--- config.mk ---
export PLATFORM = sky130hd
export DESIGN_NAME = ls_addr_gen_flat
export DESIGN_NICKNAME = d
export VERILOG_FILES = /design/src/rtl/ls_pkg.sv /design/src/rtl/ls_ifs.sv /design/src/rtl/ls_addr_gen.sv /design/src/flat_wrapper.sv
export SDC_FILE = /design/constraint.sdc
export NUM_CORES = 1
export LEC_CHECK = 0
export ABC_AREA = 1
export BUFFER_PORTS_ARGS = -buffer_cell sky130_fd_sc_hd__buf_2
export CORE_ASPECT_RATIO = 0.8
export CORE_MARGIN = 3
export CORE_UTILIZATION = 32
export CTS_BUF_LIST = sky130_fd_sc_hd__clkbuf_16
export DETAILED_ROUTE_END_ITERATION = 7
export REMOVE_ABC_BUFFERS = 1
export SLEW_MARGIN = 0
export SYNTH_ARGS = -nofsm -noshare
export SYNTH_HDL_FRONTEND = slang
export SYNTH_SLANG_ARGS = --single-unit
--- constraint.sdc ---
create_clock -name clk -period 2.1 [get_ports clk]
set_input_delay 0.315 -clock clk [delete_from_list [all_inputs] [get_ports clk]]
set_output_delay 0.315 -clock clk [all_outputs]
set_load 0.1 [all_outputs]
--- src/rtl/ls_pkg.sv ---
// Shared types, codes and sizes for the load-store unit
// Each RTL block imports this package where it needs a definition
`default_nettype none

package ls_pkg;

    ////////////////////////////////////////////////////////////////////////////
    // Data path types
    typedef logic [31:0] addr_t;
    typedef logic [31:0] word_t;
    typedef logic [11:0] offset_t;
    typedef logic [3:0]  be_t;
    typedef logic [2:0]  fn3_t;
    typedef logic [3:0]  id_t;
    typedef logic [3:0]  exc_code_t;

    ////////////////////////////////////////////////////////////////////////////
    // Width codes as found in the RISC-V fn3 field
    localparam fn3_t FN3_B  = 3'd0;
    localparam fn3_t FN3_H  = 3'd1;
    localparam fn3_t FN3_W  = 3'd2;
    localparam fn3_t FN3_BU = 3'd4;
    localparam fn3_t FN3_HU = 3'd5;

    // Exception causes as in mcause
    localparam exc_code_t EXC_LOAD_MISALIGNED  = 4'd4;
    localparam exc_code_t EXC_LOAD_FAULT       = 4'd5;
    localparam exc_code_t EXC_STORE_MISALIGNED = 4'd6;
    localparam exc_code_t EXC_STORE_FAULT      = 4'd7;

    typedef enum logic [1:0] {
        OP_LOAD,
        OP_STORE,
        OP_FENCE
    } ls_op_e;

    typedef enum logic [1:0] {
        ST_RUN,
        ST_LOAD_WAIT,
        ST_FENCE_WAIT
    } ctrl_state_e;

    ////////////////////////////////////////////////////////////////////////////
    // Sizes
    // Local memory of 1 KiB
    localparam int MEM_WORDS = 256;
    localparam int MEM_IDX_W = 8;

    localparam int SQ_DEPTH = 4;
    localparam int SQ_PTR_W = 2;

endpackage

`default_nettype wire
--- src/rtl/ls_ifs.sv ---
// Interfaces used inside the load-store unit
// ls_req_if carries the registered request to its readers
// ls_mem_if is the single port of the local data memory
`default_nettype none

interface ls_req_if;
    import ls_pkg::*;

    logic   valid;
    ls_op_e op;
    addr_t  addr;
    be_t    be;
    word_t  data;
    fn3_t   fn3;
    id_t    id;
    logic   misaligned;
    logic   fault;

    modport src (
        output valid, op, addr, be, data, fn3, id, misaligned, fault
    );

    modport dst (
        input valid, op, addr, be, data, fn3, id, misaligned, fault
    );
endinterface


`default_nettype wire

--- src/rtl/ls_addr_gen.sv ---
// Issue stage of the load-store unit
// Registers each accepted request with its effective address and
// derives the alignment check, range check and byte enables from it
`default_nettype none

module ls_addr_gen (
    input  wire logic            clk,
    input  wire logic            rst,
    input  wire logic            issue_valid,
    input  wire logic            issue_ready,
    input  wire ls_pkg::ls_op_e  issue_op,
    input  wire ls_pkg::fn3_t    issue_fn3,
    input  wire ls_pkg::addr_t   issue_base,
    input  wire ls_pkg::offset_t issue_offset,
    input  wire ls_pkg::word_t   issue_data,
    input  wire ls_pkg::id_t     issue_id,
    input  wire logic            req_hold,
    ls_req_if.src                req
);
    import ls_pkg::*;

    logic  accept;
    addr_t eff_addr;

    assign accept   = issue_valid & issue_ready;
    assign eff_addr = issue_base + {{20{issue_offset[11]}}, issue_offset};

    // A waiting load keeps valid up until the controller lets it go
    always_ff @(posedge clk) begin
        if (rst) begin
            req.valid <= 1'b0;
        end else begin
            req.valid <= accept | req_hold;
        end
    end

    always_ff @(posedge clk) begin
        if (accept) begin
            req.op   <= issue_op;
            req.addr <= eff_addr;
            req.data <= issue_data;
            req.fn3  <= issue_fn3;
            req.id   <= issue_id;
        end
    end

    ////////////////////////////////////////////////////////////////////////////
    // Checks on the registered address
    always_comb begin
        case (req.fn3)
            FN3_H, FN3_HU: req.misaligned = req.addr[0];
            FN3_W:         req.misaligned = |req.addr[1:0];
            default:       req.misaligned = 1'b0;
        endcase
    end

    // Anything past the end of local memory has no target
    assign req.fault = req.addr >= addr_t'(MEM_WORDS * 4);

    // Byte enables for stores
    always_comb begin
        case (req.fn3)
            FN3_B, FN3_BU: req.be = be_t'(1) << req.addr[1:0];
            FN3_H, FN3_HU: req.be = req.addr[1] ? 4'b1100 : 4'b0011;
            default:       req.be = 4'b1111;
        endcase
    end

endmodule

`default_nettype wire

--- src/flat_wrapper.sv ---
// flat-port wrapper written by rule: the top's interface ports become plain ports
module ls_addr_gen_flat import ls_pkg::*;
  (clk, rst, issue_valid, issue_ready, issue_op, issue_fn3, issue_base, issue_offset, issue_data, issue_id, req_hold, req_valid, req_op, req_addr, req_be, req_data, req_fn3, req_id, req_misaligned, req_fault);
  ls_req_if req_i ();
  input  wire logic clk;
  input  wire logic rst;
  input  wire logic issue_valid;
  input  wire logic issue_ready;
  input  wire ls_pkg::ls_op_e issue_op;
  input  wire ls_pkg::fn3_t issue_fn3;
  input  wire ls_pkg::addr_t issue_base;
  input  wire ls_pkg::offset_t issue_offset;
  input  wire ls_pkg::word_t issue_data;
  input  wire ls_pkg::id_t issue_id;
  input  wire logic req_hold;
  output wire logic [$bits(req_i.valid)-1:0] req_valid;
  output wire logic [$bits(req_i.op)-1:0] req_op;
  output wire logic [$bits(req_i.addr)-1:0] req_addr;
  output wire logic [$bits(req_i.be)-1:0] req_be;
  output wire logic [$bits(req_i.data)-1:0] req_data;
  output wire logic [$bits(req_i.fn3)-1:0] req_fn3;
  output wire logic [$bits(req_i.id)-1:0] req_id;
  output wire logic [$bits(req_i.misaligned)-1:0] req_misaligned;
  output wire logic [$bits(req_i.fault)-1:0] req_fault;
  assign req_valid = req_i.valid;
  assign req_op = req_i.op;
  assign req_addr = req_i.addr;
  assign req_be = req_i.be;
  assign req_data = req_i.data;
  assign req_fn3 = req_i.fn3;
  assign req_id = req_i.id;
  assign req_misaligned = req_i.misaligned;
  assign req_fault = req_i.fault;
  ls_addr_gen u_core (.clk(clk), .rst(rst), .issue_valid(issue_valid), .issue_ready(issue_ready), .issue_op(issue_op), .issue_fn3(issue_fn3), .issue_base(issue_base), .issue_offset(issue_offset), .issue_data(issue_data), .issue_id(issue_id), .req_hold(req_hold), .req(req_i));
endmodule
==> run_results.csv <==
group,metric,value,unit
layout,antennaDiodeCount,0,
setup_path,cp-end-kind,"output pin",
floorplanning,die_height,115,um
flow_run,cap_violations,0,
sta,worstMarginPinSlew,0.534,ns
layout,mostFrequentLayoutCells,"nand2_1, buf_2, inv_1, edfxtp_1, nor2_1",
routing,wire_per_inst,13.2,um
routing,first_pass_iters,4,
layout,post-route-util,44.3,%
placement,hpwl,11.0,mm
min_path,hp-class,"in2reg",
synthesis,synthCells,592,
setup_path,startpoint_type,"flip-flop",
setup_path,critPathKind,"reg2out",
synthesis,synth-edff-count,73,
synthesis,async_flop_share,0,%
power_and_ir_drop,internal_power,3.38,mW
sta,grt_setup_unrepaired,"false",
layout,n_fill_cell,1481,
routing,drt_wl_total,13.0,mm
layout,multi_input_area,2080,um^2
synthesis,ys_types,26,
synthesis,synth-main-ff-cell,"edfxtp_1",
floorplanning,io_pins,170,
synthesis,synth_area,4720,um^2
synthesis,synth_top_family_by_area,"simple AND/OR/NAND/NOR gates",
sta,max_slew_margin,64.6,%
grt,grt_pass1_wl,20.0,mm
clock_network,clockBufferDepth,2,
power_and_ir_drop,power_frac_clock,31.3,%
synthesis,yosysSeqAreaShare,46.9,%
routing,drc_errors,0,
power_and_ir_drop,power_leakage,3.42,nW
routing,drt-initial-drc-count,125,
synthesis,synth.avg_cell_area,7.97,um^2
layout,area_growth,34.7,%
floorplanning,die_w,142,um
grt,grt_usage,15.7,%
synthesis,yosys.area_share.simple,29.0,%
floorplanning,initial_utilization,32.9,%
routing,vias,4327,
synthesis,yosysWarnings,0,
synthesis,synthMuxAreaShare,0,%
layout,fin_nets,921,
setup_path,slowest_delay,0.42,ns
setup_path,crit_family,"simple AND/OR/NAND/NOR gates",
placement,dpl_worst_slack,-0.0382,ns
grt,grt_pass1_vias,3959,
sta,maxSlewViolCount,0,
clock_network,cts-buffers-inserted,9,
clock_network,cts-root-buf,"clkbuf_16",
synthesis,synth_compound_area_share,3.29,%
synthesis,netlist.area_leader.share,46.5,%
setup_path,path_buf_inv,1,
layout,final_common_cell,"nand2_1",
grt,grt_overflow_total,0,
layout,seqCellArea,2210,um^2
clock_network,htree_levels,3,
layout,drive_gt1_share,30.0,%
clock_network,cts_tree,"done",
grt,antenna_found_initial,0,
power_and_ir_drop,power.density,867,nW/um^2
clock_network,cts_hold_buf,0,
setup_path,cp_cell_sequence,"nor4_1, nand4_1, nand3b_1, buf_4",
sta,max_freq,510,MHz
run_status,status,"finished, final reports clean",
power_and_ir_drop,seqPwrFrac,33.4,%
clock_network,cts.sinks,74,
sta,finalHoldViolCount,0,
placement,routabilityCongestion,0.860,
setup_path,crit_arrival,1.65,ns
setup_path,path_max_fanout,2,
placement,numPortBuffers,169,
sta,finalCritPeriodShare,93.4,%
power_and_ir_drop,pwr-share-comb,35.2,%
grt,grt_max_degree,42,
setup_path,worst_ep_required_time,1.78,ns
sta,timing.final.ws_setup,0.138,ns
floorplanning,die-area,16200,um^2
synthesis,netlist_top_cells_area,"edfxtp_1, nand2_1, inv_1",
routing,viasPerCell,4.38,
synthesis,synth_fa_ha_area_share,8.65,%
power_and_ir_drop,switchingPower,2.13,mW
sta,finalCriticalPeriod,1.96,ns
synthesis,ys_seq_elements,74,
routing,antenna_left,0,
power_and_ir_drop,irDropWorstVdd,689,uV
floorplanning,coreArea,14300,um^2
clock_network,clk_pin_slew,0.06,ns
power_and_ir_drop,p_sw_share,38.6,%
synthesis,synth-xor-area-share,2.97,%
synthesis,yosysTopAreaCell,"edfxtp_1",
sta,setup_viol_count_final,0,
setup_path,cpMaxStageDelayCell,"edfxtp_1",
floorplanning,rows,39,
==> power by group through the flow <==
stage	Combinational (mW)	Clock [mW]	Sequential, mW
global placement	1.94	0	1.87
global route	2.08	1.84	1.86
CTS	1.95	1.76	1.84
finish	1.94	1.73	1.84
detailed placement	1.94	0	1.87
floorplan	0.619	0	2.73
==> final timing paths <==
kind | startpoint | slack [ns] | end | cells after the start
worst max-delay path | u_core.req.addr[21] | 0.14 | req_fault | 4
worst min-delay path | rst | 0.13 | u_core.req.valid | 2
==> area by class of cell <==
class                   count  share of cell area, %
multi-input cells         402                   32.8
repair buffers            196                   16.5
flip-flops and latches     74                   34.8
inverters                 116                   6.85
well taps                 184                   3.62
clock buffers               9                   3.54
clock inverters             7                   1.85
==> state kept, by name, indices dropped and copies added, names as in the netlist <==
signal,cells
u_core.req.id,4
u_core.req.op,2
u_core.req.valid,1
u_core.req.addr,32
u_core.req.data,32
u_core.req.fn3,3
==> synth_stat cells (5+ instances only) <==
library cell  number
nor2_1            44
nand3_1           24
inv_1            113
a21oi_1           19
nand2_1          222
nand2_2           14
ha_1              31
xor2_1            14
nor4_1             5
edfxtp_1          73
==> per-layer routing <==
metal,share of wire (%),global-route usage [%]
met5,0,0
met2,44,25.6
met1,49,21.8
met3,6.0,2.63
met4,0.88,3.96
==> metrics by stage <==
stage                     power [mW]  cell area [um^2]  hold slack, ns  setup TNS (ns)  cells
after floorplan                 3.35              4720           0.387          -16.65    592
after global placement          3.80              6000           0.474          -0.237    972
after detailed placement        3.82              6000           0.475          -0.264    972
after CTS                       5.56              6340           0.124               0    988
after global routing            5.78              6360           0.123               0    988
final                           5.51              6360           0.133               0    988
==> cells by family after synthesis <==
kind of cell	Yosys count
xor gates and xnor gates	16
buffers and inverters	116
DFF	74
AOI/OAI and AO/OA	28
and+or+nand+nor	326
adders and majority gates	32
==> timing repair <==
item,4_1_cts,5_1_grt
hold endpoints to repair,0,0
setup buffers,0,0
gates resized for setup,1,3
setup endpoints to repair,1,1
Power figures use the tool's default switching activity.
