--- src/rtl/ls_pkg.sv ---
// Shared types, codes and sizes for the load-store unit
// Each RTL block imports this package where it needs a definition
`default_nettype none

package ls_pkg;

    ////////////////////////////////////////////////////////////////////////////
    // Data path types
    typedef logic [31:0] addr_t;
    typedef logic [31:0] word_t;
    typedef logic [11:0] offset_t;
    typedef logic [3:0]  be_t;
    typedef logic [2:0]  fn3_t;
    typedef logic [3:0]  id_t;
    typedef logic [3:0]  exc_code_t;

    ////////////////////////////////////////////////////////////////////////////
    // Width codes as found in the RISC-V fn3 field
    localparam fn3_t FN3_B  = 3'd0;
    localparam fn3_t FN3_H  = 3'd1;
    localparam fn3_t FN3_W  = 3'd2;
    localparam fn3_t FN3_BU = 3'd4;
    localparam fn3_t FN3_HU = 3'd5;

    // Exception causes as in mcause
    localparam exc_code_t EXC_LOAD_MISALIGNED  = 4'd4;
    localparam exc_code_t EXC_LOAD_FAULT       = 4'd5;
    localparam exc_code_t EXC_STORE_MISALIGNED = 4'd6;
    localparam exc_code_t EXC_STORE_FAULT      = 4'd7;

    typedef enum logic [1:0] {
        OP_LOAD,
        OP_STORE,
        OP_FENCE
    } ls_op_e;

    typedef enum logic [1:0] {
        ST_RUN,
        ST_LOAD_WAIT,
        ST_FENCE_WAIT
    } ctrl_state_e;

    ////////////////////////////////////////////////////////////////////////////
    // Sizes
    // Local memory of 1 KiB
    localparam int MEM_WORDS = 256;
    localparam int MEM_IDX_W = 8;

    localparam int SQ_DEPTH = 4;
    localparam int SQ_PTR_W = 2;

endpackage

`default_nettype wire
--- src/rtl/ls_ifs.sv ---
// Interfaces used inside the load-store unit
// ls_req_if carries the registered request to its readers
// ls_mem_if is the single port of the local data memory
`default_nettype none

interface ls_req_if;
    import ls_pkg::*;

    logic   valid;
    ls_op_e op;
    addr_t  addr;
    be_t    be;
    word_t  data;
    fn3_t   fn3;
    id_t    id;
    logic   misaligned;
    logic   fault;

    modport src (
        output valid, op, addr, be, data, fn3, id, misaligned, fault
    );

    modport dst (
        input valid, op, addr, be, data, fn3, id, misaligned, fault
    );
endinterface

interface ls_mem_if;
    import ls_pkg::*;

    logic                 en;
    logic                 we;
    be_t                  be;
    logic [MEM_IDX_W-1:0] idx;
    word_t                wdata;
    word_t                rdata;

    // Read data comes back on the edge after en
    modport ctrl (
        output en, we, be, idx, wdata,
        input  rdata
    );

    modport mem (
        input  en, we, be, idx, wdata,
        output rdata
    );
endinterface

`default_nettype wire

--- src/rtl/ls_ctrl.sv ---
// Control of the load-store unit
// Decides issue, load ordering behind queued stores and fence stalls,
// owns the memory port and registers exceptions
`default_nettype none

module ls_ctrl (
    input  wire logic                         clk,
    input  wire logic                         rst,
    input  wire logic                         sq_full,
    input  wire logic                         sq_empty,
    input  wire logic                         load_inflight,
    input  wire logic [ls_pkg::MEM_IDX_W-1:0] head_idx,
    input  wire ls_pkg::be_t                  head_be,
    input  wire ls_pkg::word_t                head_data,
    ls_req_if.dst                             req,
    ls_mem_if.ctrl                            mem,
    output logic                              issue_ready,
    output logic                              req_hold,
    output logic                              sq_push,
    output logic                              sq_pop,
    output logic                              load_issue,
    output logic                              exc_valid,
    output ls_pkg::exc_code_t                 exc_code,
    output ls_pkg::addr_t                     exc_tval,
    output ls_pkg::id_t                       exc_id,
    output logic                              idle
);
    import ls_pkg::*;

    ctrl_state_e state;
    logic        is_load;
    logic        is_store;
    logic        is_fence;
    logic        bad_addr;
    logic        load_go;

    assign is_load  = req.valid & (req.op == OP_LOAD);
    assign is_store = req.valid & (req.op == OP_STORE);
    assign is_fence = req.valid & (req.op == OP_FENCE);
    assign bad_addr = req.misaligned | req.fault;

    ////////////////////////////////////////////////////////////////////////////
    // Request disposal and port arbitration
    // Loads go only behind an empty queue, so they never pass a store
    assign load_go    = is_load & ~bad_addr & sq_empty;
    assign req_hold   = is_load & ~bad_addr & ~sq_empty;
    assign sq_push    = is_store & ~bad_addr;
    assign sq_pop     = ~sq_empty & ~load_go;
    assign load_issue = load_go;

    assign mem.en    = load_go | sq_pop;
    assign mem.we    = sq_pop;
    assign mem.be    = head_be;
    assign mem.idx   = load_go ? req.addr[MEM_IDX_W+1:2] : head_idx;
    assign mem.wdata = head_data;

    assign idle = sq_empty & ~req.valid & ~load_inflight;

    // One slot stays free for a store already in the issue register
    assign issue_ready = (state == ST_RUN) & ~is_load & ~is_fence & ~sq_full;

    ////////////////////////////////////////////////////////////////////////////
    // FSM
    // Reset lands behind a fence so issue stays closed until things settle
    always_ff @(posedge clk) begin
        if (rst) begin
            state <= ST_FENCE_WAIT;
        end else begin
            case (state)
                ST_RUN: begin
                    if (req_hold) begin
                        state <= ST_LOAD_WAIT;
                    end else if (is_fence) begin
                        state <= ST_FENCE_WAIT;
                    end
                end
                ST_LOAD_WAIT: begin
                    if (load_go) begin
                        state <= ST_RUN;
                    end
                end
                ST_FENCE_WAIT: begin
                    if (idle) begin
                        state <= ST_RUN;
                    end
                end
                default: begin
                    state <= ST_RUN;
                end
            endcase
        end
    end

    ////////////////////////////////////////////////////////////////////////////
    // Exceptions
    always_ff @(posedge clk) begin
        if (rst) begin
            exc_valid <= 1'b0;
        end else begin
            exc_valid <= (is_load | is_store) & bad_addr;
        end
    end

    // Misalignment outranks the access fault
    always_ff @(posedge clk) begin
        if (req.valid & bad_addr) begin
            exc_tval <= req.addr;
            exc_id   <= req.id;
            if (req.misaligned) begin
                exc_code <= is_load ? EXC_LOAD_MISALIGNED : EXC_STORE_MISALIGNED;
            end else begin
                exc_code <= is_load ? EXC_LOAD_FAULT : EXC_STORE_FAULT;
            end
        end
    end

endmodule

`default_nettype wire

--- src/flat_wrapper.sv ---
// flat-port wrapper written by rule: the top's interface ports become plain ports
module ls_ctrl_flat import ls_pkg::*;
  (clk, rst, sq_full, sq_empty, load_inflight, head_idx, head_be, head_data, issue_ready, req_hold, sq_push, sq_pop, load_issue, exc_valid, exc_code, exc_tval, exc_id, idle, req_valid, req_op, req_addr, req_be, req_data, req_fn3, req_id, req_misaligned, req_fault, mem_en, mem_we, mem_be, mem_idx, mem_wdata, mem_rdata);
  ls_req_if req_i ();
  ls_mem_if mem_i ();
  input  wire logic clk;
  input  wire logic rst;
  input  wire logic sq_full;
  input  wire logic sq_empty;
  input  wire logic load_inflight;
  input  wire logic [ls_pkg::MEM_IDX_W-1:0] head_idx;
  input  wire ls_pkg::be_t head_be;
  input  wire ls_pkg::word_t head_data;
  output logic issue_ready;
  output logic req_hold;
  output logic sq_push;
  output logic sq_pop;
  output logic load_issue;
  output logic exc_valid;
  output ls_pkg::exc_code_t exc_code;
  output ls_pkg::addr_t exc_tval;
  output ls_pkg::id_t exc_id;
  output logic idle;
  input wire logic [$bits(req_i.valid)-1:0] req_valid;
  input wire logic [$bits(req_i.op)-1:0] req_op;
  input wire logic [$bits(req_i.addr)-1:0] req_addr;
  input wire logic [$bits(req_i.be)-1:0] req_be;
  input wire logic [$bits(req_i.data)-1:0] req_data;
  input wire logic [$bits(req_i.fn3)-1:0] req_fn3;
  input wire logic [$bits(req_i.id)-1:0] req_id;
  input wire logic [$bits(req_i.misaligned)-1:0] req_misaligned;
  input wire logic [$bits(req_i.fault)-1:0] req_fault;
  output wire logic [$bits(mem_i.en)-1:0] mem_en;
  output wire logic [$bits(mem_i.we)-1:0] mem_we;
  output wire logic [$bits(mem_i.be)-1:0] mem_be;
  output wire logic [$bits(mem_i.idx)-1:0] mem_idx;
  output wire logic [$bits(mem_i.wdata)-1:0] mem_wdata;
  input wire logic [$bits(mem_i.rdata)-1:0] mem_rdata;
  assign req_i.valid = req_valid;
  assign req_i.op = req_op;
  assign req_i.addr = req_addr;
  assign req_i.be = req_be;
  assign req_i.data = req_data;
  assign req_i.fn3 = req_fn3;
  assign req_i.id = req_id;
  assign req_i.misaligned = req_misaligned;
  assign req_i.fault = req_fault;
  assign mem_en = mem_i.en;
  assign mem_we = mem_i.we;
  assign mem_be = mem_i.be;
  assign mem_idx = mem_i.idx;
  assign mem_wdata = mem_i.wdata;
  assign mem_i.rdata = mem_rdata;
  ls_ctrl u_core (.clk(clk), .rst(rst), .sq_full(sq_full), .sq_empty(sq_empty), .load_inflight(load_inflight), .head_idx(head_idx), .head_be(head_be), .head_data(head_data), .req(req_i), .mem(mem_i), .issue_ready(issue_ready), .req_hold(req_hold), .sq_push(sq_push), .sq_pop(sq_pop), .load_issue(load_issue), .exc_valid(exc_valid), .exc_code(exc_code), .exc_tval(exc_tval), .exc_id(exc_id), .idle(idle));
endmodule
--- config.mk ---
export PLATFORM = sky130hd
export DESIGN_NAME = ls_ctrl_flat
export DESIGN_NICKNAME = d
export VERILOG_FILES = /design/src/rtl/ls_pkg.sv /design/src/rtl/ls_ifs.sv /design/src/rtl/ls_ctrl.sv /design/src/flat_wrapper.sv
export SDC_FILE = /design/constraint.sdc
export NUM_CORES = 1
export LEC_CHECK = 0
export BUFFER_PORTS_ARGS = -buffer_cell sky130_fd_sc_hd__clkbuf_2
export CAP_MARGIN = 10
export CORE_AREA = 3 3 96 98
export CTS_CLUSTER_SIZE = 16
export DETAILED_ROUTE_END_ITERATION = 6
export DIE_AREA = 0 0 99 101
export GPL_ROUTABILITY_DRIVEN = 0
export PLACE_DENSITY_LB_ADDON = 0.12
export SKIP_LAST_GASP = 1
export SYNTH_ARGS = -nofsm -noshare
export SYNTH_HDL_FRONTEND = slang
export SYNTH_SLANG_ARGS = --single-unit
--- constraint.sdc ---
create_clock -name clk -period 4.2 [get_ports clk]
set_input_delay 0.63 -clock clk [delete_from_list [all_inputs] [get_ports clk]]
set_output_delay 0.63 -clock clk [all_outputs]
set_load 0.1 [all_outputs]
==> reports/metrics.json <==
{
  "core.rowCount": {"value": 34},
  "data_arrival_critical_path": {"value": 2.35, "unit": "ns"},
  "drt-wirelength-per-cell": {"value": 14.0, "unit": "um"},
  "grt_overflow": {"value": 0},
  "critical_path_cell_count": {"value": 5},
  "timing.hold.ws": {"value": 0.508, "unit": "ns"},
  "cts_max_level": {"value": 2},
  "achievable-frequency": {"value": 336, "unit": "MHz"},
  "starting_density": {"value": 20.5, "unit": "%"},
  "cts.clk_slew.worst_paths": {"value": 0.08, "unit": "ns"},
  "netSwitchingFraction": {"value": 42.5, "unit": "%"},
  "grt_first_pass_wirelength": {"value": 5.84, "unit": "mm"},
  "yosys_warnings": {"value": 0},
  "crit_path_cell_trace": {"value": "clkbuf_2 -> nor2_1 -> and4b_1 -> mux2_2 -> clkbuf_2"},
  "dp_cells": {"value": 287},
  "avgSynthCellArea": {"value": 15.8, "unit": "um^2"},
  "yosys.cell_types.count": {"value": 20},
  "vias_per_cell": {"value": 3.64},
  "most-common-layout-cells": {"value": "108 x sky130_fd_sc_hd__clkbuf_2, 38 x sky130_fd_sc_hd__edfxtp_1, 8 x sky130_fd_sc_hd__mux2_2, 5 x sky130_fd_sc_hd__clkbuf_8"},
  "grt_setup_unrepaired": {"value": "no"},
  "timing.critical_path.buf_inv": {"value": 2},
  "power.net_switching": {"value": 478, "unit": "uW"},
  "power.total": {"value": 1120, "unit": "uW"},
  "area.sequential": {"value": 1200, "unit": "um^2"},
  "placeable_core_region": {"value": 8550, "unit": "um^2"},
  "cts_hold_repair.buffers": {"value": 0},
  "clock_network_latency_to_the_later_pin_of_the_worst_skew_pair": {"value": 0.29, "unit": "ns"},
  "syn2layout_area_growth": {"value": 26.5, "unit": "%"},
  "ys_ff_latch": {"value": 41},
  "post_route_cells_drive_above_1_share": {"value": 68.4, "unit": "%"},
  "finalHoldViolCount": {"value": 0},
  "relSlewSlack": {"value": 40.5, "unit": "%"},
  "max_stage_delay": {"value": 0.61, "unit": "ns"},
  "first_global_vias": {"value": 1064},
  "cts_sinks": {"value": 41},
  "clockBufferDepth": {"value": 2},
  "via_count": {"value": 1075},
  "worst_setup_path_start_kind": {"value": "input pin"},
  "pwr-share-seq": {"value": 43.7, "unit": "%"},
  "fillers": {"value": 892},
  "maxCapViolations": {"value": 0},
  "cts_made_buffers": {"value": 5},
  "placed_cell_area": {"value": 2130, "unit": "um^2"},
  "worst_r2r_path_depth": {"value": 2},
  "buffer_ports.inserted": {"value": 108},
  "drt_pass1_iterations": {"value": 4},
  "pwr_density_cell": {"value": 507, "unit": "nW/um^2"},
  "cp-end-kind": {"value": "output port"},
  "layout.cells.non_filler": {"value": 295},
  "path_common_cell": {"value": "sky130_fd_sc_hd__clkbuf_2"},
  "crit_fanout": {"value": 10},
  "routed_wirelength": {"value": 4.14, "unit": "mm"},
  "dp_hpwl": {"value": 3.25, "unit": "mm"},
  "groute.usage.overall": {"value": 7.72, "unit": "%"},
  "timing.final.crit_share": {"value": 70.8, "unit": "%"},
  "final_common_cell": {"value": "sky130_fd_sc_hd__clkbuf_2"},
  "grt_antenna_before_repair": {"value": 0},
  "timing.clock.skew": {"value": 0.000102, "unit": "ns"},
  "ant_nets": {"value": 0},
  "finalSetupTns": {"value": 0, "unit": "ns"},
  "die_width": {"value": 99, "unit": "um"},
  "clock_tree_from_tritoncts": {"value": "done"},
  "static-leakage-power": {"value": 0.000978, "unit": "uW"},
  "worst_hold_check_path_type": {"value": "input pin to register"},
  "timing.critical_path.slowest_stage_cell": {"value": "sky130_fd_sc_hd__and4b_1"},
  "timing_worst_slew_pin_value": {"value": 0.892, "unit": "ns"},
  "outcome": {"value": "finished clean"},
  "number_of_setup_buffers_added_after_cts": {"value": 0},
  "setup_viol": {"value": 0},
  "multi_input_area": {"value": 245, "unit": "um^2"},
  "cts_root_buf": {"value": "sky130_fd_sc_hd__clkbuf_8"},
  "grt_max_degree": {"value": 39},
  "die_area": {"value": 10000, "unit": "um^2"},
  "nets": {"value": 347},
  "synth-seq-area-share": {"value": 68.5, "unit": "%"},
  "drc_errors": {"value": 0},
  "die-height": {"value": 101, "unit": "um"},
  "synth.net_count": {"value": 272},
  "final_period_minus_worst_setup_slack": {"value": 2.98, "unit": "ns"},
  "worst_supply_voltage_drop_on_vdd": {"value": 132, "unit": "uV"},
  "clock_power_share": {"value": 22.6, "unit": "%"},
  "critPathTopFamily": {"value": "simple AND/OR/NAND/NOR gates"},
  "criticalPathCategory": {"value": "input pin to output port"},
  "netlist_instances": {"value": 111},
  "comb_power_share": {"value": 33.6, "unit": "%"},
  "io_pins": {"value": 254},
  "report.final.slew_viol_count": {"value": 0},
  "cp_data_required_time": {"value": 3.57, "unit": "ns"},
  "postCtsResizedCells": {"value": 0},
  "drt_iter0_drc": {"value": 12},
  "internal-power": {"value": 646, "unit": "uW"},
  "non_filler_cell_area_final": {"value": 2220, "unit": "um^2"},
  "cell_area_after_technology_mapping": {"value": 1750, "unit": "um^2"},
  "antenna_cells": {"value": 0},
  "whs_path_depth": {"value": 1}
}
-- routing by layer --
layer | wire [um] | track usage, %
met1 | 1600 | 8.62
met2 | 1850 | 11.7
met4 | 214 | 5.15
met5 | 0 | 0
met3 | 480 | 3.67
-- state kept, by name (all words and copies together), names as in the netlist --
register	count
u_core.exc_tval	32
u_core.exc_id	4
u_core.exc_code	2
u_core.state	2
u_core.exc_valid	1
-- cell usage after synthesis (all sizes together) --
cell      n  share of area (%)
buf      40                 17
nand2     1               0.21
dfxtp     3                3.4
nor4      1               0.36
and3      1               0.36
a311o     1               0.57
edfxtp   38                 65
nor3b     3                1.3
inv       3               0.64
nor2b     2                1.1
nand3b    1               0.43
and4b     1               0.57
and2b     1               0.43
nor2      3               0.64
conb      2               0.43
mux2      8                5.1
a2111oi   1                1.6
or2b      1               0.43
-- layout make-up --
class                      count  area share [%]
clock buffer                   5            3.10
clock inverter                 3           0.789
inverter                       3           0.507
multi-input combinational     27            11.0
sequential                    41            54.1
tap                          108            6.09
timing repair buffer         108            24.4
-- worst paths after layout --
| path | slack [ns] | endpoint | from |
|---|---|---|---|
| worst max-delay path | 1.22 | mem_idx[3] | req_fault |
| worst min-delay path | 0.51 | u_core.exc_tval[30]$_DFFE_PP_ | req_addr[30] |
| worst max register to register | 3.24 | u_core.state[1]$_SDFFE_PP1P_ | u_core.state[1]$_SDFFE_PP1P_ |
| worst min register to register | 0.53 | u_core.state[0]$_SDFFE_PP0P_ | u_core.state[1]$_SDFFE_PP1P_ |
-- cell families (layout without fill, tap and decap cells) --
family	count (synthesis)	in the layout	share of synthesized area [%]
multiplexers	8	8	5.14
buffers and inverters	43	119	18.0
AO/OA/AOI/OAI	2	2	2.14
other	2	2	0.428
flip-flops	41	41	68.5
AND/OR/NAND/NOR	15	15	5.85
-- per-stage QoR --
step | utilization (%) | setup slack (ns)
final | 26.0 | 1.22
after global routing | 26.0 | 1.10
after CTS | 26.0 | 1.16
after detailed placement | 24.9 | 1.18
after global placement | 24.9 | 1.15
after floorplan | - | 0.675
-- power groups by stage --
stage	Sequential (uW)	Clock [uW]	Combinational, uW
2_1_floorplan	737	0	241
3_3_place_gp	501	0	382
3_5_place_dp	502	0	381
4_1_cts	492	272	382
5_1_grt	495	291	389
6_report	492	255	378
(Power assumes the default switching activity.)
