**src/rtl/ls_pkg.sv**
```systemverilog
// Shared types, codes and sizes for the load-store unit
// Each RTL block imports this package where it needs a definition
`default_nettype none

package ls_pkg;

    ////////////////////////////////////////////////////////////////////////////
    // Data path types
    typedef logic [31:0] addr_t;
    typedef logic [31:0] word_t;
    typedef logic [11:0] offset_t;
    typedef logic [3:0]  be_t;
    typedef logic [2:0]  fn3_t;
    typedef logic [3:0]  id_t;
    typedef logic [3:0]  exc_code_t;

    ////////////////////////////////////////////////////////////////////////////
    // Width codes as found in the RISC-V fn3 field
    localparam fn3_t FN3_B  = 3'd0;
    localparam fn3_t FN3_H  = 3'd1;
    localparam fn3_t FN3_W  = 3'd2;
    localparam fn3_t FN3_BU = 3'd4;
    localparam fn3_t FN3_HU = 3'd5;

    // Exception causes as in mcause
    localparam exc_code_t EXC_LOAD_MISALIGNED  = 4'd4;
    localparam exc_code_t EXC_LOAD_FAULT       = 4'd5;
    localparam exc_code_t EXC_STORE_MISALIGNED = 4'd6;
    localparam exc_code_t EXC_STORE_FAULT      = 4'd7;

    typedef enum logic [1:0] {
        OP_LOAD,
        OP_STORE,
        OP_FENCE
    } ls_op_e;

    typedef enum logic [1:0] {
        ST_RUN,
        ST_LOAD_WAIT,
        ST_FENCE_WAIT
    } ctrl_state_e;

    ////////////////////////////////////////////////////////////////////////////
    // Sizes
    // Local memory of 1 KiB
    localparam int MEM_WORDS = 256;
    localparam int MEM_IDX_W = 8;

    localparam int SQ_DEPTH = 4;
    localparam int SQ_PTR_W = 2;

endpackage

`default_nettype wire
```
**src/rtl/ls_ifs.sv**
```systemverilog
// Interfaces used inside the load-store unit
// ls_req_if carries the registered request to its readers
// ls_mem_if is the single port of the local data memory
`default_nettype none

interface ls_req_if;
    import ls_pkg::*;

    logic   valid;
    ls_op_e op;
    addr_t  addr;
    be_t    be;
    word_t  data;
    fn3_t   fn3;
    id_t    id;
    logic   misaligned;
    logic   fault;

    modport src (
        output valid, op, addr, be, data, fn3, id, misaligned, fault
    );

    modport dst (
        input valid, op, addr, be, data, fn3, id, misaligned, fault
    );
endinterface


`default_nettype wire

```
**src/rtl/ls_sq_ram.sv**
```systemverilog
// Store queue entries
// Written from the issue register, head read out combinationally
`default_nettype none

module ls_sq_ram (
    input  wire logic                         clk,
    input  wire logic [ls_pkg::SQ_PTR_W-1:0]  wr_ptr,
    input  wire logic [ls_pkg::SQ_PTR_W-1:0]  rd_ptr,
    input  wire logic                         sq_push,
    ls_req_if.dst                             req,
    output logic [ls_pkg::MEM_IDX_W-1:0]      head_idx,
    output ls_pkg::be_t                       head_be,
    output ls_pkg::word_t                     head_data
);
    import ls_pkg::*;

    logic [MEM_IDX_W-1:0] idx_q  [SQ_DEPTH];
    be_t                  be_q   [SQ_DEPTH];
    word_t                data_q [SQ_DEPTH];

    always_ff @(posedge clk) begin
        if (sq_push) begin
            idx_q[wr_ptr] <= req.addr[MEM_IDX_W+1:2];
            be_q[wr_ptr]  <= req.be;
            // Data moved onto the lanes its byte enables select
            data_q[wr_ptr] <= req.data << {req.addr[1:0], 3'b000};
        end
    end

    assign head_idx  = idx_q[rd_ptr];
    assign head_be   = be_q[rd_ptr];
    assign head_data = data_q[rd_ptr];

endmodule

`default_nettype wire

```
**src/flat_wrapper.sv**
```systemverilog
// flat-port wrapper written by rule: the top's interface ports become plain ports
module ls_sq_ram_flat import ls_pkg::*;
  (clk, wr_ptr, rd_ptr, sq_push, head_idx, head_be, head_data, req_valid, req_op, req_addr, req_be, req_data, req_fn3, req_id, req_misaligned, req_fault);
  ls_req_if req_i ();
  input  wire logic clk;
  input  wire logic [ls_pkg::SQ_PTR_W-1:0] wr_ptr;
  input  wire logic [ls_pkg::SQ_PTR_W-1:0] rd_ptr;
  input  wire logic sq_push;
  output logic [ls_pkg::MEM_IDX_W-1:0] head_idx;
  output ls_pkg::be_t head_be;
  output ls_pkg::word_t head_data;
  input wire logic [$bits(req_i.valid)-1:0] req_valid;
  input wire logic [$bits(req_i.op)-1:0] req_op;
  input wire logic [$bits(req_i.addr)-1:0] req_addr;
  input wire logic [$bits(req_i.be)-1:0] req_be;
  input wire logic [$bits(req_i.data)-1:0] req_data;
  input wire logic [$bits(req_i.fn3)-1:0] req_fn3;
  input wire logic [$bits(req_i.id)-1:0] req_id;
  input wire logic [$bits(req_i.misaligned)-1:0] req_misaligned;
  input wire logic [$bits(req_i.fault)-1:0] req_fault;
  assign req_i.valid = req_valid;
  assign req_i.op = req_op;
  assign req_i.addr = req_addr;
  assign req_i.be = req_be;
  assign req_i.data = req_data;
  assign req_i.fn3 = req_fn3;
  assign req_i.id = req_id;
  assign req_i.misaligned = req_misaligned;
  assign req_i.fault = req_fault;
  ls_sq_ram u_core (.clk(clk), .wr_ptr(wr_ptr), .rd_ptr(rd_ptr), .sq_push(sq_push), .req(req_i), .head_idx(head_idx), .head_be(head_be), .head_data(head_data));
endmodule
```
**config.mk**
```make
export PLATFORM = sky130hd
export DESIGN_NAME = ls_sq_ram_flat
export DESIGN_NICKNAME = d
export VERILOG_FILES = /design/src/rtl/ls_pkg.sv /design/src/rtl/ls_ifs.sv /design/src/rtl/ls_sq_ram.sv /design/src/flat_wrapper.sv
export SDC_FILE = /design/constraint.sdc
export NUM_CORES = 1
export LEC_CHECK = 0
export BUFFER_PORTS_ARGS = -buffer_cell sky130_fd_sc_hd__buf_2
export CAP_MARGIN = 20
export CORE_MARGIN = 2
export CORE_UTILIZATION = 50
export CTS_CLUSTER_SIZE = 16
export DETAILED_ROUTE_END_ITERATION = 10
export GPL_ROUTABILITY_DRIVEN = 0
export PLACE_DENSITY = 0.8
export SLEW_MARGIN = 20
export SYNTH_ARGS = -nofsm -noshare
export SYNTH_HDL_FRONTEND = slang
export SYNTH_SLANG_ARGS = --single-unit
```
**constraint.sdc**
```tcl
create_clock -name clk -period 3.55 [get_ports clk]
set_input_delay 0 -clock clk [delete_from_list [all_inputs] [get_ports clk]]
set_output_delay 0 -clock clk [all_outputs]
set_load 0.1 [all_outputs]
```
==> results.md, run 1 <==
Worst setup path:
- The delay of the slowest cell on the worst path is 0.63 ns.
- STA puts the critical path data arrival time at 1.81 ns.
- The critical path goes through buf_2, buf_12, mux4_2, buf_2.
- The cell family contributing the most delay on the critical path is buffers and inverters.
- The setup path with the least slack is of type input pin to primary output.
- The most numerous cell type found on the critical path is buf_2.
- The category of the worst setup path capture point is a primary output.
- The biggest fanout along the worst timing path is 24.
- At the worst endpoint, the required time is 3.55 ns.
- Among all stages on the critical path, the largest delay is contributed by buf_2.
- STA classifies the critical path startpoint as an input pin.
- The critical path contains buffers and inverters numbering 3 combined.

Logic synthesis:
- The compound-cell area share of the yosys netlist is 0.00971.
- Synthesis produced a netlist with a net count of 387.
- The synthesized area per cell is 23.1 sq um.
- In the post-synthesis netlist, the biggest area contributors are edfxtp_1 (76%), mux4_2 (13%), mux2i_1 (4.6%), mux4_1 (1.5%), buf_12 (1.2%).
- The share of synthesized area spent on multiplexers is 0.191.
- The share of synthesized area in the top cell type comes to 0.759.
- The main combinational cell family by area after synthesis is multiplexers.
- After synthesis, the share of flip-flops with an asynchronous set or reset is 0.
- The mapped netlist covers 0.00696 sq mm.
- Of the total synthesized cell area, the portion taken by AND, OR, NAND and NOR gates is 0.0178.
- Counting distinct cell types in the post-synthesis netlist gives 19.
- After synthesis the netlist holds a flip-flop and latch count of 176.
- In the synthesized netlist, the cells that appear most often are edfxtp_1 (176), mux4_2 (40), mux2i_1 (32).
- During synthesis, Yosys emitted a total of 0 warnings.
- The XOR/XNOR share of the synthesized area is 0.
- The largest total area in the synthesized netlist belongs to edfxtp_1.
- For this run, the leading register cell type out of synthesis is edfxtp_1.
- The adder and majority cell fraction of the synthesized area is 0.
- The sequential fraction of the synthesis area is 0.759.
- The synthesized design contains 176 enable-type register cells.
- The synthesized instance count is 301.
- The leading cell type by number of instances after synthesis is edfxtp_1.

Global routing:
- The remaining global-route overflow is 0.
- The wire length of the first global-routing pass is 19.2 mm.
- The number of global-route vias before repair was 3468.
- The initial antenna violation count was 0.
- The global routing usage summed across all routing layers is 0.183.
- Entering global routing, the biggest net connects 45 pins.

Timing:
- Setup violations remaining at the end of the flow were counted as 0.
- The total count of hold-check failures in the final report is 0.
- The final number of max-transition violations is 0.
- The achievable clock frequency is 552 MHz.
- In the final timing run, aggregate negative setup slack is 0 ns.
- The minimum clock period after layout is 1.81 ns.
- Setup repair after global routing left no endpoint under its margin.
- In the finished design, the share of the clock period the worst path needs comes to 0.511.
- On the final layout, the worst hold slack is 0.0248 ns.
- In this run the tightest slew margin relative to its limit is 0.383.
- The slew of the pin with the lowest slew margin is 0.925 ns.
- In the post-route analysis, the smallest setup slack over all paths is 1.74 ns.

Placement:
- Before CTS, the worst setup slack after placement is 1.67 ns.
- The instance area at placement is 0.00758 sq mm.
- Detailed placement finished with a half-perimeter wire length of 7.86 mm.
- Input and output buffers added on the ports amount to 95.

Clock tree:
- The post-CTS setup repair buffer count is 0.
- The number of hold-repair buffers added at the cts stage is 20.
- The number of buffers created by CTS is 17.
- The clock tree buffer depth is 2.
- The clock sink total is 176.
- The root buffer cell chosen for the clock tree is clkbuf_16.
- The clock-pin slew on the worst setup and hold paths is 0.06 ns.
- The H-tree was split into 4 levels.
- TritonCTS built the clock tree.
- The number of gates given a new drive strength after cts is 0.

Floorplanning:
- The starting density of the core is 0.507.
- The area of the core region is 0.0137 sq mm.
- After floorplanning, the core was divided into 43 placement rows.
- The die span in x is 122 um.
- From bottom edge to top edge, the die measures 122 um.
- The floorplan step defined a die boundary enclosing 0.0149 sq mm.
- Pin placement for this block handled 130 I/O pins.

Route:
- The wire length after detailed routing is 12.7 mm.
- The wire length per cell is 20.6 um.
- In the routed design, unresolved DRC markers number 0.
- The ratio of routed vias to standard cells is 5.59.
- The routed via count is 3441.
- The count of antenna-violating nets left after detailed routing is 0.
- The number of DRC violations after detailed-routing iteration 0 is 279.
- Before antenna repair, the detailed router went through 4 iterations.

Worst hold path:
- The worst hold path begins at req_data[6].
- The sink of the worst hold path is u_core.data_q[2][6]$_DFFE_PP_.
- The path class of the tightest hold or removal check is input pin to register.
- The worst hold path passes through 2 cells.

Cells and area:
- The total non-filler cell area in the finished layout is 0.00829 sq mm.
- Once layout is complete, the utilization of the core stands at 0.604.
- The net total in the final layout is 510.
- In the final layout, the share of cells above drive strength 1 is 0.388.
- Registers take 0.00529 sq mm.
- The antenna diode instance count is 0.
- The area added between synthesis and finish is 19.0%.
- In the final layout, the multi-input gates occupy 0.00154 sq mm.
- The total of fill cells in the finished design is 982.

Status:
- The flow ran to the end, and the final reports show no timing, DRC or antenna violations.

Pwr:
- The static leakage power is 2.80 nW.
- The cell area power density is 570 mW/mm^2.
- The worst supply voltage drop on vdd is 0.000330 V.

Job:
- The number of max-cap violations is 0.
## placed cells by master, fill, tap and decap left out, types with 7 or more instances in the layout
master and instances:
clkbuf_16 17, mux4_2 40, nor2_1 9, o2bb2ai_1 7, edfxtp_1 176, buf_2 95, mux2i_1 32, dlygate4sd3_1 20
and2_1 8
## routing by layer
layer | GRT usage | share of wire
met1 | 0.228 | 0.39
met2 | 0.304 | 0.53
met3 | 0.0543 | 0.060
met4 | 0.0704 | 0.011
met5 | 0 | 0
## power by group
group          switching [mW]  internal (mW)
Clock                   0.716          0.878
Sequential             0.0231           2.41
Combinational           0.528          0.169
## how the worst max path moves through the flow
stage | cells after the start | startpoint | end | slack (ns)
after floorplan | 2 | sq_push | u_core.be_q[2][0]$_DFFE_PP_ | 1.19
after global placement | 4 | rd_ptr[0] | head_data[28] | 1.66
after detailed placement | 4 | rd_ptr[0] | head_data[28] | 1.67
after CTS | 4 | rd_ptr[0] | head_data[13] | 1.66
after global routing | 4 | rd_ptr[0] | head_data[5] | 1.57
final | 4 | rd_ptr[0] | head_data[5] | 1.74
## flip-flops by register name, indices dropped and copies added (netlist names)
register       count
u_core.data_q    128
u_core.be_q       16
u_core.idx_q      32
## through the flow
step                      total power, mW  std cells
after global routing                 4.88        616
after CTS                            4.78        616
after global placement               3.15        565
after floorplan                      3.03        301
final                                4.73        616
after detailed placement             3.17        565
## cell type report
class                   count  area share
repair buffers            121      0.0885
well taps                 180      0.0272
flip-flops and latches    176       0.638
clock buffers              19      0.0523
clock inverters            12     0.00846
multi-input cells         108       0.186
## kinds of logic after synthesis
| kind of cell | count (synthesis) |
|---|---|
| AND/OR/NAND/NOR | 24 |
| flip-flops | 176 |
| AO/OA/AOI/OAI | 8 |
| buffers and inverters | 17 |
| multiplexers | 76 |
Note: power is estimated with default switching activity, not from simulation.
==> run 2: changes to the inputs <==
--- a/config.mk
+++ b/config.mk
@@ -5,14 +5,15 @@
 export SDC_FILE = /design/constraint.sdc
 export NUM_CORES = 1
 export LEC_CHECK = 0
+export ABC_AREA = 1
 export BUFFER_PORTS_ARGS = -buffer_cell sky130_fd_sc_hd__buf_2
 export CAP_MARGIN = 20
 export CORE_MARGIN = 2
-export CORE_UTILIZATION = 50
+export CORE_UTILIZATION = 55
 export CTS_CLUSTER_SIZE = 16
 export DETAILED_ROUTE_END_ITERATION = 10
 export GPL_ROUTABILITY_DRIVEN = 0
-export PLACE_DENSITY = 0.8
+export PLACE_DENSITY = 0.82
 export SLEW_MARGIN = 20
 export SYNTH_ARGS = -nofsm -noshare
 export SYNTH_HDL_FRONTEND = slang
==> constraint.sdc (replaced) <==
create_clock -name clk -period 1.83 [get_ports clk]
set_input_delay 0 -clock clk [delete_from_list [all_inputs] [get_ports clk]]
set_output_delay 0 -clock clk [all_outputs]
set_load 0.1 [all_outputs]
==> results.md, run 2 <==
Floorplanning:
- The floorplan step set the die height to 125 um.
- The die covers 0.0157 sq mm.
- The starting density of the core is 0.559.
- The number of rows created at floorplan is 44.
- The core region is 0.0145 sq mm.
- From left edge to right edge, the die measures 125 um.
- The number of primary I/O pins is 130.

Cells and area:
- The share of cells above drive strength 1 is 0.146.
- Summing all flip-flop and latch instances after layout gives 0.00529 sq mm.
- The antenna diode instance count is 0.
- The total non-filler cell area in the finished layout is 0.0102 sq mm.
- The area added between synthesis and finish is 26.0%.
- In the layout the commonest cells are nand2_1 (292), inv_1 (213), edfxtp_1 (176).
- The register name with the most flops is u_core.data_q.
- The library cell used most frequently in the layout, excluding fill and tap cells, is nand2_1.
- The net total in the final layout is 1052.
- The register with the most flip-flops in the layout has 128 of them.
- Once layout is complete, the utilization of the core stands at 0.705.
- The area taken by multi-input logic gates is 0.00183 sq mm.
- The total of fill cells in the finished design is 961.
- The largest registers in the layout are u_core.data_q x128, u_core.idx_q x32, u_core.be_q x16.

Global routing:
- The global routing usage summed across all routing layers is 0.228.
- The global routing stage identified its most utilized layer as met2.
- For this run, global-route usage on met3 was measured as 0.0518.
- Entering global routing, the biggest net connects 89 pins.
- The global routing met2 resource utilization is 0.386.
- The met1 layer usage reported by global route is 0.278.
- The first global-routing pass estimated 27.5 mm of wire.
- The initial antenna violation count is 0.
- The remaining global-route overflow is 0.
- The number of global-route vias before repair was 5677.

Logic synthesis:
- When the netlist entered floorplanning its net count stood at 949.
- The leading area contributor after synthesis is edfxtp_1.
- Counting instances in the post-synthesis netlist gives the leading cell types as nand2_1 (292), inv_1 (213), edfxtp_1 (176).
- The number of warnings printed during yosys synthesis is 0.
- Yosys attributes the largest share of cell area to edfxtp_1 (65%), nand2_1 (14%), inv_1 (9.9%), nand3_1 (7.4%), buf_2 (1.7%).
- For this run, the register share of the synthesized area comes to 0.652.
- The synthesized instance count is 863.
- The netlist area before placement is 0.00810 sq mm.
- The share of synthesized registers carrying an async set or reset is 0.
- After synthesis, the mean cell area works out to 9.39 sq um.
- In the post-synthesis netlist, the cell with the most instances is nand2_1.
- In this run, synthesis inferred 176 flip-flops with an integrated enable.
- For this run, the leading register cell type out of synthesis is edfxtp_1.
- The proportion of netlist area held by the largest area contributor is 0.652.
- In this run, synthesis produced a sequential element count of 176.
- Yosys mapped the design onto 11 distinct sky130hd cell types.

Timing:
- Adding up every negative setup slack in the final design gives 0 ns.
- The minimum clock period after layout is 1.38 ns.
- Setup slack on the critical path of the routed design comes to 0.445 ns.
- The total count of hold-check failures in the final report is 0.
- The final clock period utilization by the worst path is 0.757.
- Setup repair after global routing left no endpoint under its margin.
- The tightest slew margin relative to the limit is 0.605.
- At the pin with the least slew margin, the transition time is 0.593 ns.
- The worst hold-check slack is 0.00646 ns.
- Static timing analysis puts the maximum clock frequency at 722 MHz.
- The number of failing setup endpoints in the final timing report is 0.
- The final number of max-transition violations is 0.

Placement:
- Summing all placed instances gives a cell area of 0.00946 sq mm.
- The detailed placement HPWL is 10.0 mm.
- In this run the tool buffered the top-level ports with 95 buffer cells.
- The setup slack after placement is 0.677 ns.

Clock tree:
- The clock tree buffer depth is 2.
- The clock-pin slew on the worst setup and hold paths is 0.07 ns.
- The number of buffers created by CTS is 17.
- The clock sink total is 176.
- The root buffer cell chosen for the clock tree is clkbuf_16.
- The H-tree generated during clock tree synthesis spans 4 levels.
- The post-CTS setup repair buffer count is 0.
- TritonCTS built the clock tree.

Route:
- Before antenna repair, the detailed router went through 5 iterations.
- The post-route DRC violation count is 0.
- The final layout contains routed wiring with a total length of 17.3 mm.
- The ratio of routed vias to standard cells is 5.06.
- Summing over every cut layer, the via total after detailed routing is 5882.
- The wire length per cell is 14.9 um.
- The number of DRC violations after detailed-routing iteration 0 is 503.
- The count of antenna-violating nets left after detailed routing is 0.

Worst setup path:
- The worst setup path is launched from a register.
- The category of the most critical setup path is register to primary output.
- The termination of the worst setup path is head_data[14].
- For the worst setup path, the data arrival time is 1.38 ns.
- Tracing the worst setup path back leads to its startpoint at u_core.data_q[0][14]$_DFFE_PP_.
- STA puts the critical path data required time at 1.83 ns.
- Along the worst path, the maximum fanout reaches 1.
- The worst setup path is captured at a primary output.

Pwr:
- For this design the ratio of total power to cell area is 983 mW/mm^2.
- The worst-case IR drop observed on VDD is 0.000697 V.
- The static leakage power is 4.90 nW.

Worst hold path:
- The class of the most critical hold timing path is input pin to register.
- The startpoint of the tightest hold check path is req_data[1].
- The number of cells on the worst hold path is 3.

Status:
- The flow ran to the end, and the final reports show no timing, DRC or antenna violations.

Job:
- The number of max-cap violations is 0.
-- run 2: worst min-delay path by stage --
stage / endpoint / slack, ns
floorplan: u_core.be_q[0][0]$_DFFE_PP_ / 0.1
detailed placement: u_core.idx_q[2][6]$_DFFE_PP_ / 0.22
global route: u_core.data_q[1][17]$_DFFE_PP_ / 0.03
finish: u_core.data_q[1][17]$_DFFE_PP_ / 0.006
global placement: u_core.idx_q[1][2]$_DFFE_PP_ / 0.21
CTS: u_core.data_q[1][17]$_DFFE_PP_ / 0.002
-- run 2: area by class of cell --
type / count / area share
clock inverters: 14 / 0.0130
inverters: 215 / 0.0791
clock buffers: 18 / 0.0421
well taps: 184 / 0.0226
repair buffers: 124 / 0.146
flip-flops and latches: 176 / 0.518
multi-input cells: 432 / 0.180
-- run 2: repair_timing --
item | in CTS | in global routing
hold buffers | 18 | 0
hold endpoints to repair | 75 | 0
gates resized for setup | 0 | 0
-- run 2: through the flow --
| stage | std cells | total power, mW |
|---|---|---|
| 2_1_floorplan | 863 | 5.98 |
| 4_1_cts | 1163 | 10.1 |
| 3_5_place_dp | 1113 | 6.67 |
| 3_3_place_gp | 1113 | 6.62 |
| 5_1_grt | 1163 | 10.3 |
| 6_report | 1163 | 10.0 |
-- run 2: routing by layer --
metal,share of wire,routed length [um],up-vias
met5,0,0,-
met1,0.39,6740,2730
li1,-,-,2871
met2,0.51,8840,241
met4,0.031,533,0
met3,0.069,1200,40
-- run 2: cell families after synthesis --
family                 count (synthesis)  share of synthesized area
buffers and inverters                255                      0.127
flip-flops                           176                      0.652
AND/OR/NAND/NOR                      432                      0.221
-- run 2: power by group --
part | switching [mW] | leakage, nW | internal (mW)
registers | 0.0491 | 1.53 | 4.68
clock network | 1.52 | 0.273 | 1.89
logic | 1.30 | 3.10 | 0.599
-- run 2: critical path: stages (launching register included) --
cell,delay (ns)
edfxtp_1,0.38
inv_1,0.07
nand2_1,0.06
nand3_1,0.11
nand2_1,0.13
buf_12,0.20
